**config.mk**
```make
export PLATFORM = sky130hd
export DESIGN_NAME = snes_mem_top
export DESIGN_NICKNAME = d
export VERILOG_FILES = /design/src/snes_mem_pkg.sv /design/src/run_ctrl.sv /design/src/sdram_req_gen.sv /design/src/lane_steer.sv /design/src/snes_mem_top.sv
export SDC_FILE = /design/constraint.sdc
export NUM_CORES = 1
export LEC_CHECK = 0
export ABC_AREA = 0
export BUFFER_PORTS_ARGS = -buffer_cell sky130_fd_sc_hd__buf_4
export CORE_AREA = 2 2 122 124
export DETAILED_ROUTE_END_ITERATION = 8
export DIE_AREA = 0 0 124 126
export SYNTH_ARGS = -nofsm -noshare
export SYNTH_HDL_FRONTEND = slang
export SYNTH_HIERARCHICAL = 1
export SYNTH_SLANG_ARGS = --single-unit
export TNS_END_PERCENT = 10
```
**constraint.sdc**
```tcl
create_clock -name wclk -period 2.6 [get_ports wclk]
set_input_delay 0 -clock wclk [delete_from_list [all_inputs] [get_ports wclk]]
set_output_delay 0 -clock wclk [all_outputs]
set_load 0.01 [all_outputs]
```
**src/snes_mem_pkg.sv**
```systemverilog
// shared bus widths, types and map constants for the console memory request path
package snes_mem_pkg;

    // bus widths, fixed by the console core
    localparam int ROM_AW   = 24;  // full sdram byte address
    localparam int WRAM_AW  = 17;  // 128 KB work ram
    localparam int BSRAM_AW = 20;  // battery-backed save ram
    localparam int ARAM_AW  = 16;  // 64 KB audio ram
    localparam int BYTE_W   = 8;
    localparam int WORD_W   = 16;  // sdram data width

    typedef logic [ROM_AW-1:0]   rom_addr_t;
    typedef logic [WRAM_AW-1:0]  wram_addr_t;
    typedef logic [BSRAM_AW-1:0] bsram_addr_t;
    typedef logic [ARAM_AW-1:0]  aram_addr_t;
    typedef logic [BYTE_W-1:0]   byte_t;
    typedef logic [WORD_W-1:0]   word_t;

    // byte lanes of one sdram word
    // bit 1 selects the high byte, bit 0 the low byte
    typedef logic [1:0] lane_t;

    // wram sits at banks EE-EF of the sdram map
    // 7 prefix bits + 17 wram bits = 24 bit address
    localparam logic [ROM_AW-WRAM_AW-1:0] WRAM_BANK_PREFIX = 7'b1110_111;

    // map mode C carts read bsram without the read strobe
    localparam logic [3:0] MAP_NIBBLE_NO_RD = 4'hC;

endpackage

```
**src/run_ctrl.sv**
```systemverilog
// core run enable and enable-qualified F/R phase strobes, one instance in the memory top
module run_ctrl (
    input  logic wclk,
    input  logic resetn,
    input  logic sdram_busy,   // sdram still initializing or refreshing
    input  logic loader_fail,  // cartridge load went wrong
    input  logic frame_pause,  // video asks the core to hold for frame sync
    input  logic sysclkf_ce,   // core F phase
    input  logic sysclkr_ce,   // core R phase
    output logic enable,       // to core
    output logic f_phase,      // registered F strobe, slot timing
    output logic r_phase       // registered R strobe, slot timing
);

    logic run_ok;  // all hold conditions clear

    // core only runs once memory is usable and no pause is pending
    assign run_ok = ~sdram_busy & ~loader_fail & ~frame_pause;

    always_ff @(posedge wclk) begin
        if (!resetn) begin
            enable <= 1'b0;
        end else begin
            enable <= run_ok;  // one cycle behind the conditions
        end
    end

    // phases only count while the core is actually running
    // these pulses open every sdram slot downstream
    always_ff @(posedge wclk) begin
        if (!resetn) begin
            f_phase <= 1'b0;
            r_phase <= 1'b0;
        end else begin
            f_phase <= sysclkf_ce & enable;  // reads happen here
            r_phase <= sysclkr_ce & enable;  // writes happen here
        end
    end

endmodule

```
**src/sdram_req_gen.sv**
```systemverilog
// arbitrates loader, ROM and WRAM onto the sdram cpu port and registers the bsram request
module sdram_req_gen (
    input  logic                      wclk,
    input  logic                      resetn,
    input  logic                      f_phase,
    input  logic                      r_phase,
    // rom bus from core
    input  snes_mem_pkg::rom_addr_t   rom_addr,
    input  logic                      rom_ce_n,
    // wram bus from core
    input  snes_mem_pkg::wram_addr_t  wram_addr,
    input  snes_mem_pkg::byte_t       wram_d,
    input  logic                      wram_ce_n,
    input  logic                      wram_rd_n,
    input  logic                      wram_we_n,
    // bsram bus from core
    input  snes_mem_pkg::bsram_addr_t bsram_addr,
    input  snes_mem_pkg::byte_t       bsram_d,
    input  logic                      bsram_ce_n,
    input  logic                      bsram_rd_n,
    input  logic                      bsram_we_n,
    input  snes_mem_pkg::byte_t       rom_type,     // map control byte
    // cartridge loader stream
    input  logic                      loading,
    input  snes_mem_pkg::byte_t       loader_byte,
    input  logic                      loader_valid,
    // cpu port toward sdram
    output snes_mem_pkg::rom_addr_t   cpu_addr,
    output snes_mem_pkg::word_t       cpu_din,
    output snes_mem_pkg::lane_t       cpu_ds,
    output logic                      cpu_port,     // 0 rom/loader, 1 wram
    output logic                      cpu_rd,
    output logic                      cpu_wr,
    // bsram port toward sdram
    output snes_mem_pkg::bsram_addr_t bsram_addr_q,
    output snes_mem_pkg::byte_t       bsram_din_q,
    output logic                      bsram_rd,
    output logic                      bsram_wr
);

    typedef enum logic [1:0] {
        SRC_NONE,
        SRC_LOADER,
        SRC_ROM,
        SRC_WRAM
    } req_src_e;

    req_src_e                src;          // winner this cycle
    snes_mem_pkg::rom_addr_t loader_addr;  // next loader write address
    logic                    loading_q;    // for rising edge of loading
    logic                    wram_rd;
    logic                    wram_wr;
    logic                    bsram_map_rd; // map mode forces reads

    assign wram_rd = ~wram_ce_n & ~wram_rd_n;
    assign wram_wr = ~wram_ce_n & ~wram_we_n;

    // fixed priority, loader beats rom beats wram
    always_comb begin
        if (loading && loader_valid) begin
            src = SRC_LOADER;
        end else if (!rom_ce_n && f_phase) begin
            src = SRC_ROM;  // rom only on F slots
        end else if (wram_rd || wram_wr) begin
            src = SRC_WRAM; // phase check happens below
        end else begin
            src = SRC_NONE;
        end
    end

    // one request per cycle, all zero when idle
    always_ff @(posedge wclk) begin
        if (!resetn) begin
            cpu_addr <= '0;
            cpu_din  <= '0;
            cpu_ds   <= '0;
            cpu_port <= 1'b0;
            cpu_rd   <= 1'b0;
            cpu_wr   <= 1'b0;
        end else begin
            cpu_addr <= '0;
            cpu_din  <= '0;
            cpu_ds   <= '0;
            cpu_port <= 1'b0;
            cpu_rd   <= 1'b0;
            cpu_wr   <= 1'b0;
            case (src)
                SRC_LOADER: begin
                    cpu_addr <= loader_addr;
                    cpu_din  <= {loader_byte, loader_byte};     // byte on both halves
                    cpu_ds   <= {loader_addr[0], ~loader_addr[0]}; // odd -> high lane
                    cpu_wr   <= 1'b1;
                end
                SRC_ROM: begin
                    cpu_addr <= rom_addr;
                    cpu_ds   <= 2'b11;  // full word, core picks the byte
                    cpu_rd   <= 1'b1;
                end
                SRC_WRAM: begin
                    // banks EE-EF, 128 KB
                    cpu_addr <= {snes_mem_pkg::WRAM_BANK_PREFIX, wram_addr};
                    cpu_din  <= {wram_d, wram_d};
                    cpu_ds   <= {wram_addr[0], ~wram_addr[0]};
                    cpu_port <= 1'b1;
                    cpu_rd   <= wram_rd & f_phase;  // read on F
                    cpu_wr   <= wram_wr & r_phase;  // write on R
                end
                default: begin
                end
            endcase
        end
    end

    // loader address counter
    // restart at zero when a new load begins
    always_ff @(posedge wclk) begin
        if (!resetn) begin
            loading_q   <= 1'b0;
            loader_addr <= '0;
        end else begin
            loading_q <= loading;
            if (loading && !loading_q) begin
                loader_addr <= '0;  // clear wins over a byte
            end else if (loader_valid) begin
                loader_addr <= loader_addr + 1'b1;
            end
        end
    end

    // bsram strobes, registered once like the cpu port
    assign bsram_map_rd = (rom_type[7:4] == snes_mem_pkg::MAP_NIBBLE_NO_RD);

    always_ff @(posedge wclk) begin
        if (!resetn) begin
            bsram_rd <= 1'b0;
            bsram_wr <= 1'b0;
        end else begin
            bsram_rd <= ~bsram_ce_n & (~bsram_rd_n | bsram_map_rd) & f_phase;
            bsram_wr <= ~bsram_ce_n & ~bsram_we_n & r_phase;
        end
    end

    always_ff @(posedge wclk) begin
        bsram_addr_q <= bsram_addr;  // follows the strobes by one cycle
        bsram_din_q  <= bsram_d;
    end

endmodule

```
**src/lane_steer.sv**
```systemverilog
// picks the right byte of each returned sdram word for the ROM, WRAM and ARAM read buses
module lane_steer (
    input  logic                     wclk,
    input  logic                     resetn,
    input  snes_mem_pkg::word_t      cpu_port0,  // rom/loader port data
    input  snes_mem_pkg::word_t      cpu_port1,  // wram port data
    input  logic                     rom_addr0,
    input  logic                     rom_word,   // core wants a 16-bit rom read
    input  logic                     wram_addr0,
    input  snes_mem_pkg::word_t      aram_dout,
    input  snes_mem_pkg::aram_addr_t aram_addr,
    input  logic                     aram_ce_n,
    input  logic                     aram_oe_n,
    input  logic                     aram_we_n,
    output snes_mem_pkg::word_t      rom_q,
    output snes_mem_pkg::byte_t      wram_q,
    output snes_mem_pkg::byte_t      aram_q,
    output logic                     aram_rd,
    output logic                     aram_wr
);

    logic aram_lsb;  // byte select of the last aram read

    // word reads and even byte reads take the word as is
    // odd byte reads want the high byte on the low half
    assign rom_q = (rom_word || !rom_addr0) ? cpu_port0
                                            : {cpu_port0[7:0], cpu_port0[15:8]};

    assign wram_q = wram_addr0 ? cpu_port1[15:8] : cpu_port1[7:0];  // odd -> high

    // aram strobes straight to sdram
    assign aram_rd = ~aram_ce_n & ~aram_oe_n;
    assign aram_wr = ~aram_ce_n & ~aram_we_n;

    // data comes back after the strobe, so hold the select
    // from the read cycle until the next read
    always_ff @(posedge wclk) begin
        if (!resetn) begin
            aram_lsb <= 1'b0;
        end else if (aram_rd) begin
            aram_lsb <= aram_addr[0];
        end
    end

    assign aram_q = aram_lsb ? aram_dout[15:8] : aram_dout[7:0];

endmodule

```
**src/snes_mem_top.sv**
```systemverilog
// memory request top level between the console core, cartridge loader and one sdram controller
module snes_mem_top (
    input  logic                      wclk,
    input  logic                      resetn,
    // control
    input  logic                      sdram_busy,
    input  logic                      loader_fail,
    input  logic                      frame_pause,
    // core timing
    input  logic                      sysclkf_ce,
    input  logic                      sysclkr_ce,
    output logic                      enable,
    input  snes_mem_pkg::byte_t       rom_type,
    // core rom bus
    input  snes_mem_pkg::rom_addr_t   rom_addr,
    input  logic                      rom_ce_n,
    input  logic                      rom_word,
    output snes_mem_pkg::word_t       rom_q,
    // core wram bus
    input  snes_mem_pkg::wram_addr_t  wram_addr,
    input  snes_mem_pkg::byte_t       wram_d,
    input  logic                      wram_ce_n,
    input  logic                      wram_rd_n,
    input  logic                      wram_we_n,
    output snes_mem_pkg::byte_t       wram_q,
    // core bsram bus
    input  snes_mem_pkg::bsram_addr_t bsram_addr,
    input  snes_mem_pkg::byte_t       bsram_d,
    input  logic                      bsram_ce_n,
    input  logic                      bsram_rd_n,
    input  logic                      bsram_we_n,
    // core aram bus
    input  snes_mem_pkg::aram_addr_t  aram_addr,
    input  snes_mem_pkg::byte_t       aram_d,
    input  logic                      aram_ce_n,
    input  logic                      aram_oe_n,
    input  logic                      aram_we_n,
    output snes_mem_pkg::byte_t       aram_q,
    // loader stream
    input  logic                      loading,
    input  snes_mem_pkg::byte_t       loader_byte,
    input  logic                      loader_valid,
    // sdram cpu port
    output snes_mem_pkg::rom_addr_t   cpu_addr,
    output snes_mem_pkg::word_t       cpu_din,
    output snes_mem_pkg::lane_t       cpu_ds,
    output logic                      cpu_port,
    output logic                      cpu_rd,
    output logic                      cpu_wr,
    input  snes_mem_pkg::word_t       cpu_port0,
    input  snes_mem_pkg::word_t       cpu_port1,
    // sdram bsram port
    output snes_mem_pkg::bsram_addr_t bsram_addr_q,
    output snes_mem_pkg::byte_t       bsram_din_q,
    output logic                      bsram_rd,
    output logic                      bsram_wr,
    // sdram aram port, address goes to sdram from the core directly
    input  snes_mem_pkg::word_t       aram_dout,
    output snes_mem_pkg::word_t       aram_din,
    output logic                      aram_rd,
    output logic                      aram_wr
);

    logic f_phase;  // slot strobes
    logic r_phase;

    // 8-bit aram writes, byte on both halves
    assign aram_din = {aram_d, aram_d};

    run_ctrl u_run_ctrl (
        .wclk        (wclk),
        .resetn      (resetn),
        .sdram_busy  (sdram_busy),
        .loader_fail (loader_fail),
        .frame_pause (frame_pause),
        .sysclkf_ce  (sysclkf_ce),
        .sysclkr_ce  (sysclkr_ce),
        .enable      (enable),
        .f_phase     (f_phase),
        .r_phase     (r_phase)
    );

    sdram_req_gen u_sdram_req_gen (
        .wclk         (wclk),
        .resetn       (resetn),
        .f_phase      (f_phase),
        .r_phase      (r_phase),
        .rom_addr     (rom_addr),
        .rom_ce_n     (rom_ce_n),
        .wram_addr    (wram_addr),
        .wram_d       (wram_d),
        .wram_ce_n    (wram_ce_n),
        .wram_rd_n    (wram_rd_n),
        .wram_we_n    (wram_we_n),
        .bsram_addr   (bsram_addr),
        .bsram_d      (bsram_d),
        .bsram_ce_n   (bsram_ce_n),
        .bsram_rd_n   (bsram_rd_n),
        .bsram_we_n   (bsram_we_n),
        .rom_type     (rom_type),
        .loading      (loading),
        .loader_byte  (loader_byte),
        .loader_valid (loader_valid),
        .cpu_addr     (cpu_addr),
        .cpu_din      (cpu_din),
        .cpu_ds       (cpu_ds),
        .cpu_port     (cpu_port),
        .cpu_rd       (cpu_rd),
        .cpu_wr       (cpu_wr),
        .bsram_addr_q (bsram_addr_q),
        .bsram_din_q  (bsram_din_q),
        .bsram_rd     (bsram_rd),
        .bsram_wr     (bsram_wr)
    );

    lane_steer u_lane_steer (
        .wclk       (wclk),
        .resetn     (resetn),
        .cpu_port0  (cpu_port0),
        .cpu_port1  (cpu_port1),
        .rom_addr0  (rom_addr[0]),
        .rom_word   (rom_word),
        .wram_addr0 (wram_addr[0]),
        .aram_dout  (aram_dout),
        .aram_addr  (aram_addr),
        .aram_ce_n  (aram_ce_n),
        .aram_oe_n  (aram_oe_n),
        .aram_we_n  (aram_we_n),
        .rom_q      (rom_q),
        .wram_q     (wram_q),
        .aram_q     (aram_q),
        .aram_rd    (aram_rd),
        .aram_wr    (aram_wr)
    );

endmodule

```
## Word level (Yosys, flattened, before mapping)

Index checks and enable logic that the tools add are counted.

- Add/sub/neg operators: 1
- Equal/unequal tests: 4
- Mux-type cells: 12
- Bitwise gates (word level): 30
- Reductions and logical operators: 9

Operators by type and width:

| operator | number |
|---|---|
| $pmux W24 S3 | 1 |
| $pmux W16 S2 | 1 |
| $add A24 B1 Y24 const B | 1 |
| $mux W16 | 1 |
| $mux W8 | 2 |
| $not A1 Y1 | 15 |
| $and A1 B1 Y1 | 14 |
| $mux W2 | 3 |
| $pmux W2 S3 | 1 |
| $eq A2 B2 Y1 const B | 2 |
| $eq A4 B4 Y1 const B | 1 |
| $pmux W1 S2 | 2 |
| $logic_and A1 B1 Y1 | 3 |
| $logic_not A1 Y1 | 3 |
| $eq A2 B1 Y1 const B | 1 |
| $logic_or A1 B1 Y1 | 2 |
| $reduce_or A2 Y1 | 1 |
| $mux W1 | 1 |
| $or A1 B1 Y1 | 1 |

- Bits in registers: 104
- Input port bits: 185
- Output and inout bits: 126
- Word-level logic and storage cells: 72

## Longest topological paths before layout

Gate-level depths: netlist (run 1).

- Depth after elaboration: 8
- Depth in mapped cells: 6
- Depth with buffers taken out: 5

## Cells and area by module

Netlist (run 1), hierarchy kept.

Modules (own cells, without submodules):

| module | times used | cells each | area each (um^2) | sequential area each (um^2) |
|---|---|---|---|---|
| sdram_req_gen | 1 | 326 | 3218.1 | 1841.8 |
| lane_steer | 1 | 44 | 525.5 | 20.0 |
| snes_mem_top | 1 | 16 | 120.1 | 0.0 |
| run_ctrl | 1 | 6 | 87.6 | 60.1 |

## Worst setup path before layout (run 1)

OpenSTA, ideal clock, no wires.

- Path kind: reg2reg
- Start point: register u_sdram_req_gen.loader_addr[0]
- End point: register u_sdram_req_gen.loader_addr[20]
- Library setup time: 0.070 ns
- Data arrival time: 1.883 ns
- Required time: 2.530 ns
- Slack: 0.647 ns
- Cell stages (with the launch flop): 7
- Path buffers: 1
- Clock period less this slack: 1.953 ns
- Path through: dfxtp_1 > ha_1 > nand4_2 > or4_1 > clkbuf_1 > or3_1 > a21oi_1

- Cells in the longest elaborated chain, start to end: 1

RTL lines:

| item | line | RTL |
|---|---|---|
| start: declaration | sdram_req_gen.sv:49 | `snes_mem_pkg::rom_addr_t loader_addr;` |
| start signal: assignment | sdram_req_gen.sv:125 | `loader_addr <= loader_addr + 1'b1;` |
| $add A24 B1 Y24 | sdram_req_gen.sv:125 |  |

No other way between the ends.
A chain may end at the register's enable or synchronous reset.

## Final worst setup path (run 1)

- Start point: register u_sdram_req_gen.loader_addr[0]
- End point: register u_sdram_req_gen.loader_addr[22]

Same word-level chain as after synthesis.

==> flow_metrics.tcl, run 1 <==
set metrics [dict create \
    outcome "finished, violations left" \
    violations "negative hold slack" \
    postPlaceCellArea_um2 5950 \
    crit_buf_inv 0 \
    synth_adder_area_share_pct 0.317 \
    swShare_pct 25.2 \
    synthMuxAreaShare_pct 11.1 \
    worstPathRequired_ns 2.88 \
    gp_congestion 0.863 \
    finalPower_mw 3.48 \
    crit_path_end_kind "register" \
    start_util_pct 27.6 \
    worstSetupStartpoint "u_sdram_req_gen/loader_addr[0]" \
    pwr_density_cell_nw_per_um2 501 \
    syn_inst 392 \
    nets 888 \
    vias_per_cell 4.67 \
    period_share_pct 84.8 \
    grt_max_degree 37 \
    critical_path_class "reg2reg" \
    yosys.area_share.simple_pct 15.9 \
    power.leakage_nw 3.10 \
    antenna_left 0 \
    slew_viol_final 0 \
    dr_total_vias 4164 \
    setup_viol 0 \
    antenna_found_initial 0 \
    ys.flop_type "dfxtp_1" \
    dp_cells 803 \
    fmax_mhz 453 \
    drtIter0Drc 216 \
    path_cells "ha_1 > nand4_2 > or4_1 > or3_1 > a21oi_1" \
    yosys-top-cells-area "dfxtp_1, mux2_4, buf_4" \
    p_seq_share_pct 44.4 \
    core_um2 14300 \
    syn-mean-instance-area_um2 10.1 \
    drv_cap 0 \
    rsz0062_at_grt "false" \
    die_w_um 124 \
    synth_compound_area_share_pct 13.9 \
    die_h_um 126 \
    io_pins 311 \
    dieArea_um2 15600 \
    cp_max_fo 9 \
    yosysSeqAreaShare_pct 48.6 \
    cts.sinks 96 \
    h-tree-depth 3 \
    timing.setup.tns_ns 0 \
    gr-total-overflow 0 \
    cts-buffers-inserted 9 \
    tightest_slew_ns 0.750 \
    fin_util_pct 48.5 \
    cts_setup_buffers 0 \
    reg2reg_depth 5 \
    ys_async_sr_fraction_pct 0 \
    pre_cts_ws_ns 0.444 \
    whs_path_depth 3 \
    clock_path_buffers 2 \
    fin_area_um2 6940 \
    min_from "rom_addr[0]" \
    antennaDiodeCount 0 \
    cp_slowest_cell "or4_1" \
    holdCritPathClass "in2reg" \
    combPwrFrac_pct 19.8 \
    routed_wirelength_mm 15.2 \
    clk_latency_ns 0.35 \
    dr.pass1.iters 4 \
    max_slew_margin_pct 49.8 \
    intPower_mw 2.60 \
    grt_pass1_vias 4394 \
    track_usage_pct 19.0 \
    portBuffers 267 \
    synth_top_family_by_area "simple AND/OR/NAND/NOR gates" \
    vdd_ir_drop_max_v 0.000325 \
    dr_wl_met3_mm 1.09 \
    yosysWarnings 6 \
    final_cell_mix "buf_4, dfxtp_1, dlygate4sd3_1" \
    hold_ws_ns -0.00390 \
    cts_tree "built" \
    skew_ns 0.00797 \
    critPathTopFamily "simple AND/OR/NAND/NOR gates" \
    path_depth 5 \
    final_common_cell "buf_4" \
    reg2reg_from "u_sdram_req_gen/loader_addr[0]" \
    ys_types 48 \
    synth-edff-count 0 \
    route.detailed.drc 0 \
    p_clk_share_pct 35.8 \
    startpoint_type "register" \
    worstPathArrival_ns 2.48 \
    mappedNetlistArea_um2 3950 \
    root_buffer "clkbuf_16" \
    yosysTopAreaCellShare_pct 48.6 \
    row_count 44 \
    dr_wl_met2_mm 7.78 \
    yosys.area.top_type "dfxtp_1" \
    fill_cells 1296 \
    layout-area-overhead-vs-synth_pct 75.7 \
    synth_nets 578 \
    cp_slowest_stage_delay_ns 0.69 \
    setup_ws_ns 0.394 \
    drive_above_1_share_pct 47.2 \
    grt_first_pass_wirelength_mm 22.7 \
    clk_pin_slew_ns 0.07 \
    wl_per_cell_um 17.1 \
    switchingPower_mw 0.878 \
    synthXorXnorAreaFrac_pct 2.22 \
    final_hold_viol_count 1 \
    fin_crit_ns 2.21 \
    ys_ff_latch 96 \
    place_hpwl_mm 11.3 \
    dr.max_layer_used "met4" \
    fin_cells 891 \
    wl_met1_mm 5.82 \
]
==> cell usage after synthesis, types with 2 or more instances <==
| library cell | n |
|---|---|
| a211oi_1 | 6 |
| a21oi_1 | 29 |
| a221oi_1 | 17 |
| a22oi_1 | 8 |
| and2_1 | 3 |
| and3_1 | 2 |
| and4_1 | 2 |
| buf_2 | 3 |
| buf_4 | 24 |
| buf_6 | 2 |
| clkbuf_1 | 16 |
| dfxtp_1 | 96 |
| inv_1 | 6 |
| mux2_2 | 16 |
| mux2_4 | 16 |
| mux2i_1 | 2 |
| nand2_1 | 15 |
| nand3_1 | 8 |
| nand4_1 | 5 |
| nor2_1 | 36 |
| nor2b_1 | 2 |
| nor3_1 | 14 |
| nor4_1 | 3 |
| o21ai_0 | 18 |
| o21ai_1 | 2 |
| or3_1 | 8 |
| or3_2 | 3 |
| or4_1 | 2 |
| xnor2_1 | 7 |
| xor2_1 | 3 |
==> logic make-up (layout without fill, tap and decap cells) <==
group / count (synthesis) / count (layout)
buffers and inverters: 52 / 367
XOR/XNOR: 10 / 10
AO/OA/AOI/OAI: 86 / 86
AND/OR/NAND/NOR: 113 / 113
flip-flops: 96 / 96
multiplexers: 34 / 34
adder cells (fa/ha/maj): 1 / 1
==> sequential cells by signal, indices dropped and copies added (netlist names), 2 cells and up <==
signal                        count
u_sdram_req_gen/bsram_addr_q     20
u_sdram_req_gen/bsram_din_q       8
u_sdram_req_gen/cpu_addr         24
u_sdram_req_gen/cpu_din           8
u_sdram_req_gen/cpu_ds            2
u_sdram_req_gen/loader_addr      24
==> final cells by class <==
cell class | instances | area, um2 | share of cell area, %
timing repair buffer | 345 | 2770 | 39.9
sequential | 96 | 1920 | 27.7
multi-input combinational | 244 | 1730 | 24.9
tap | 184 | 230 | 3.32
clock buffer | 10 | 229 | 3.30
clock inverter | 6 | 43.8 | 0.631
inverter | 6 | 22.5 | 0.324
==> power by group through the flow <==
stage	sequential [mW]	combinational [mW]	clock, mW
6_report	1.55	0.689	1.25
5_1_grt	1.55	0.736	1.35
4_1_cts	1.54	0.689	1.27
3_5_place_dp	1.58	0.595	0
3_3_place_gp	1.58	0.588	0
2_1_floorplan	1.60	0.223	0
==> routing by layer <==
layer	GRT usage, %	up-vias
li1	-	2010
met1	20.2	1956
met2	34.4	160
met3	4.66	38
met4	9.72	0
met5	0	-
==> final timing paths <==
kind,end,slack [ns]
hold / removal,u_sdram_req_gen/cpu_addr[0],-0.004
setup / recovery,u_sdram_req_gen/loader_addr[22],0.39
hold reg to reg,u_sdram_req_gen/loader_addr[23],0.48
setup reg to reg,u_sdram_req_gen/loader_addr[22],0.39
==> worst register-to-register path: stages, from the launching register on <==
cell	delay, ns
dfxtp_1	0.47
ha_1	0.24
nand4_2	0.23
or4_1	0.69
or3_1	0.35
a21oi_1	0.15
==> repair_timing <==
item,4_1_cts,5_1_grt
setup endpoints to repair,0,0
hold buffers,72,0
gates resized for setup,0,0
endpoints found under the hold margin,57,0
No activity file was read; power rests on OpenSTA's default activity.
==> run 2: changes to the inputs <==
==> constraint.sdc (replaced) <==
create_clock -name wclk -period 2.3 [get_ports wclk]
set_input_delay 0 -clock wclk [delete_from_list [all_inputs] [get_ports wclk]]
set_output_delay 0 -clock wclk [all_outputs]
set_load 0.01 [all_outputs]
==> flow_metrics.tcl, run 2 (synthesis results as in run 1) <==
set metrics [dict create \
    route.detailed.drc 0 \
    pwr_density_cell_nw_per_um2 565 \
    worstPathRequired_ns 2.57 \
    gr-total-overflow 0 \
    grt_first_pass_wirelength_mm 23.1 \
    h-tree-depth 3 \
    routed_wirelength_mm 15.4 \
    timing.setup.tns_ns 0 \
    root_buffer "clkbuf_16" \
    cts.sinks 96 \
    portBuffers 267 \
    finalPower_mw 3.93 \
    core_um2 14300 \
    clock_path_buffers 2 \
    final_hold_viol_count 0 \
    pre_cts_ws_ns 0.288 \
    cts.repair.resized 0 \
    setup_ws_ns 0.264 \
    drv_cap 0 \
    cts_setup_buffers 0 \
    postPlaceCellArea_um2 5970 \
    regArea_um2 1920 \
    wl_per_cell_um 17.3 \
    clk_pin_slew_ns 0.07 \
    rsz0062_at_grt "false" \
    start_util_pct 27.6 \
    outcome "finished clean" \
    cp_max_fo 8 \
    track_usage_pct 19.3 \
    antenna_left 0 \
    final_cell_mix "buf_4, dfxtp_1, dlygate4sd3_1" \
    io_pins 311 \
    period_share_pct 88.5 \
    fin_crit_ns 2.04 \
    vias_per_cell 4.68 \
    place_hpwl_mm 11.2 \
    die_h_um 126 \
    die_w_um 124 \
    vdd_ir_drop_max_v 0.000365 \
    power.leakage_nw 3.10 \
    cts-buffers-inserted 9 \
    fin_util_pct 48.7 \
    fill_cells 1300 \
    antenna_found_initial 0 \
    cts_tree "built" \
    row_count 44 \
    startpoint_type "register" \
    dieArea_um2 15600 \
    antennaDiodeCount 0 \
    nets 891 \
    grt_pass1_vias 4469 \
    clk_latency_ns 0.35 \
    dr_total_vias 4182 \
    holdCritPathClass "in2out" \
    layout-area-overhead-vs-synth_pct 76.3 \
    final_common_cell "buf_4" \
    fmax_mhz 491 \
    crit_path_end_kind "register" \
    multiInputGateArea_um2 1730 \
    grt_max_degree 28 \
    critical_path_class "reg2reg" \
    largest_registers "u_sdram_req_gen/cpu_addr (24), u_sdram_req_gen/loader_addr (24), u_sdram_req_gen/bsram_addr_q (20)" \
    slew_viol_final 0 \
    dr.pass1.iters 5 \
    drtIter0Drc 301 \
    max_slew_margin_pct 26.5 \
    worstPathArrival_ns 2.31 \
    setup_viol 0 \
    ctsHoldBuffers 72 \
    fin_area_um2 6970 \
    gp_congestion 0.871 \
    drive_above_1_share_pct 47.2 \
    tightest_slew_ns 1.10 \
    skew_ns 0.0108 \
]
## run 2: final cells by class
class                   count  area share [%]
repair buffers            348            40.1
flip-flops and latches     96            27.6
multi-input cells         244            24.8
clock buffers              12            3.54
well taps                 184            3.31
clock inverters             3           0.377
inverters                   6           0.323
## run 2: worst paths after layout
path	from	to	slack (ns)	cells past startpoint
min	aram_d[2]	aram_din[10]	0.000008	0
max reg2reg	u_sdram_req_gen/loader_addr[0]	u_sdram_req_gen/loader_addr[20]	0.26	5
max	u_sdram_req_gen/loader_addr[0]	u_sdram_req_gen/loader_addr[20]	0.26	5
min reg2reg	u_run_ctrl/enable	u_run_ctrl/r_phase	0.49	1
## run 2: layer usage
metal  vias to the layer above  routed length [um]  global-route usage, %
met1                      1955                5790                   20.4
li1                       2011                   -                      -
met5                         -                   0                      0
met2                       170                7960                   35.4
met3                        46                1120                   4.71
met4                         0                 569                   8.92
## run 2: per-stage QoR
step                      hold WS, ns  instances
after floorplan                0.0277        392
after global placement       0.000183        806
after detailed placement     0.000183        806
after CTS                    0.000183        893
after global routing        0.0000241        893
final                      0.00000762        893
## run 2: critical path, stage by stage (launching register included)
cell and delay, ns:
dfxtp_1 0.47, ha_1 0.25, nand4_2 0.11, or4_1 0.65
or3_1 0.35, a21oi_1 0.14
## run 2: power by group
part / internal (mW) / total, mW / switching (mW)
Combinational: 0.482 / 0.783 / 0.301
Sequential: 1.72 / 1.75 / 0.0266
Clock: 0.765 / 1.40 / 0.635
Total: 2.97 / 3.93 / 0.963
==> run 3: changes to the inputs <==
--- a/config.mk
+++ b/config.mk
@@ -6,12 +6,11 @@
 export NUM_CORES = 1
 export LEC_CHECK = 0
 export ABC_AREA = 0
-export BUFFER_PORTS_ARGS = -buffer_cell sky130_fd_sc_hd__buf_4
-export CORE_AREA = 2 2 122 124
+export BUFFER_PORTS_ARGS = -buffer_cell sky130_fd_sc_hd__buf_2
+export CORE_AREA = 2 2 119 121
 export DETAILED_ROUTE_END_ITERATION = 8
-export DIE_AREA = 0 0 124 126
+export DIE_AREA = 0 0 121 123
 export SYNTH_ARGS = -nofsm -noshare
 export SYNTH_HDL_FRONTEND = slang
-export SYNTH_HIERARCHICAL = 1
 export SYNTH_SLANG_ARGS = --single-unit
 export TNS_END_PERCENT = 10
==> flow_metrics.tcl, run 3 <==
set metrics [dict create \
    die_w_um 121 \
    dieArea_um2 14900 \
    grt_max_degree 30 \
    syn_inst 436 \
    final_common_cell "buf_2" \
    place_hpwl_mm 10.7 \
    dp_cells 842 \
    max_slew_margin_pct 36.6 \
    dr.pass1.iters 4 \
    synth-edff-count 0 \
    core_um2 13600 \
    reg2reg_depth 5 \
    path_cells "dlygate4sd3_1 > buf_2 > and2_1 > nor3_2 > a22oi_1 > dlygate4sd3_1 > nor2_1" \
    startpoint_type "input port" \
    critPathTopFamily "buffers and inverters" \
    postPlaceCellArea_um2 5240 \
    finalPower_mw 3.83 \
    mappedNetlistArea_um2 3880 \
    yosysMostFrequentCell "dfxtp_1" \
    io_pins 311 \
    dr_total_vias 4306 \
    clock_path_buffers 2 \
    crit_path_end_kind "register" \
    worstPathArrival_ns 2.43 \
    antenna_left 0 \
    die_h_um 123 \
    drv_cap 0 \
    cp_common_cell "dlygate4sd3_1" \
    yosysWarnings 0 \
    clk_latency_ns 0.35 \
    gr-total-overflow 0 \
    cts.sinks 96 \
    cp_max_fo 10 \
    hold_ws_ns -0.000850 \
    cts_tree "built" \
    critical_path_class "in2reg" \
    tightest_slew_ns 0.950 \
    regArea_um2 1920 \
    rsz0062_at_grt "false" \
    yosys-top-cells-area "dfxtp_1, nand2_1, buf_4" \
    final_cell_mix "buf_2, dfxtp_1, dlygate4sd3_1" \
    fin_area_um2 6250 \
    route.detailed.drc 0 \
    synth_common_cells "dfxtp_1, nand2_1, nor2_1" \
    yosysTopAreaCellShare_pct 49.5 \
    routed_wirelength_mm 14.2 \
    ys_types 38 \
    portBuffers 267 \
    drtIter0Drc 179 \
    layout-area-overhead-vs-synth_pct 61.0 \
    cts-buffers-inserted 9 \
    yosysSeqAreaShare_pct 49.5 \
    ys_ff_latch 96 \
    vias_per_cell 4.63 \
    track_usage_pct 17.8 \
    multiInputGateArea_um2 1670 \
    grt_first_pass_wirelength_mm 20.6 \
    syn-mean-instance-area_um2 8.90 \
    fill_cells 1294 \
    holdCritPathClass "in2reg" \
    ys.flop_type "dfxtp_1" \
    r2r_slack_ns 0.27 \
    fin_util_pct 45.9 \
    timing.setup.tns_ns 0 \
    largest_registers "u_sdram_req_gen.cpu_addr (24), u_sdram_req_gen.loader_addr (24), u_sdram_req_gen.bsram_addr_q (20)" \
    crit_buf_inv 3 \
    root_buffer "clkbuf_16" \
    yosys.area.top_type "dfxtp_1" \
    cts_setup_buffers 0 \
    fmax_mhz 464 \
    slew_viol_final 0 \
    grt_pass1_vias 4219 \
    wl_per_cell_um 15.3 \
    power.leakage_nw 2.95 \
    fin_crit_ns 2.15 \
    fin_cells 930 \
    outcome "finished, violations left" \
    drive_above_1_share_pct 41.8 \
    nets 930 \
    path_depth 7 \
    pwr_density_cell_nw_per_um2 613 \
    h-tree-depth 3 \
    clk_pin_slew_ns 0.07 \
    ys_async_sr_fraction_pct 0 \
    vdd_ir_drop_max_v 0.000422 \
    whs_path_depth 3 \
    synth_nets 622 \
    row_count 43 \
    cp_slowest_cell "dlygate4sd3_1" \
    pre_cts_ws_ns 0.294 \
    final_hold_viol_count 1 \
    setup_ws_ns 0.147 \
    period_share_pct 93.6 \
    worstPathRequired_ns 2.58 \
    cp_slowest_stage_delay_ns 0.63 \
    gp_congestion 0.844 \
    setup_viol 0 \
    skew_ns 0.00904 \
    antenna_found_initial 1 \
    start_util_pct 28.5 \
    violations "negative hold slack" \
]
==> run 3: cell types whose count changed after synthesis, moves of 4 or more <==
cell / change
clkbuf_1: +5
nand2_1: +46
xor2_1: +4
nor3_1: +5
nor2_1: +5
mux2_4: -16
a211oi_1: -4
nand4_1: +4
==> run 3: logic make-up after synthesis <==
logic type | share of synthesized area (%)
and+or+nand+nor | 21.6
DFF | 49.5
AOI/OAI and AO/OA | 13.6
buffers and inverters | 7.64
muxes | 4.90
xor gates and xnor gates | 2.48
adders and majority gates | 0.322
==> run 3: power breakdown <==
group / leakage (nW) / switching, mW / internal (mW) / total [mW]
logic: 2.01 / 0.293 / 0.328 / 0.621
registers: 0.789 / 0.0185 / 1.72 / 1.74
clock network: 0.148 / 0.681 / 0.791 / 1.47
total: 2.95 / 0.992 / 2.84 / 3.83
==> run 3: area by class of cell <==
type,count,share of cell area [%]
Antenna cell,1,0.0400
Clock buffer,10,3.82
Clock inverter,6,1.00
Inverter,3,0.180
Multi-Input combinational cell,287,26.8
Sequential cell,96,30.8
Tap cell,180,3.60
Timing Repair Buffer,347,33.8
==> run 3: path summary, 6_finish.rpt <==
path	end	start
min reg2reg	u_sdram_req_gen.cpu_rd	u_run_ctrl.f_phase
max reg2reg	u_sdram_req_gen.loader_addr[22]	u_sdram_req_gen.loader_addr[1]
max	u_sdram_req_gen.cpu_din[8]	loading
min	u_sdram_req_gen.cpu_addr[13]	wram_addr[13]
==> run 3: tightest hold or removal path: stages <==
cell      delay, ns
buf_2          0.08
a221oi_1       0.06
nor3_1         0.15
==> run 3: metal layers <==
metal / GRT usage [%] / wire [um] / up-vias / share of wire (%)
met5: 0 / 0 / - / 0
met4: 7.12 / 512 / 0 / 3.6
met3: 6.27 / 1110 / 35 / 7.8
met2: 33.1 / 7380 / 175 / 52
met1: 18.2 / 5200 / 1972 / 37
li1: - / - / 2124 / -
==> run 3: timing repair <==
| action | CTS | global route |
|---|---|---|
| gates resized for setup | 0 | 0 |
| endpoints found under the hold margin | 57 | 0 |
| hold buffers | 71 | 0 |
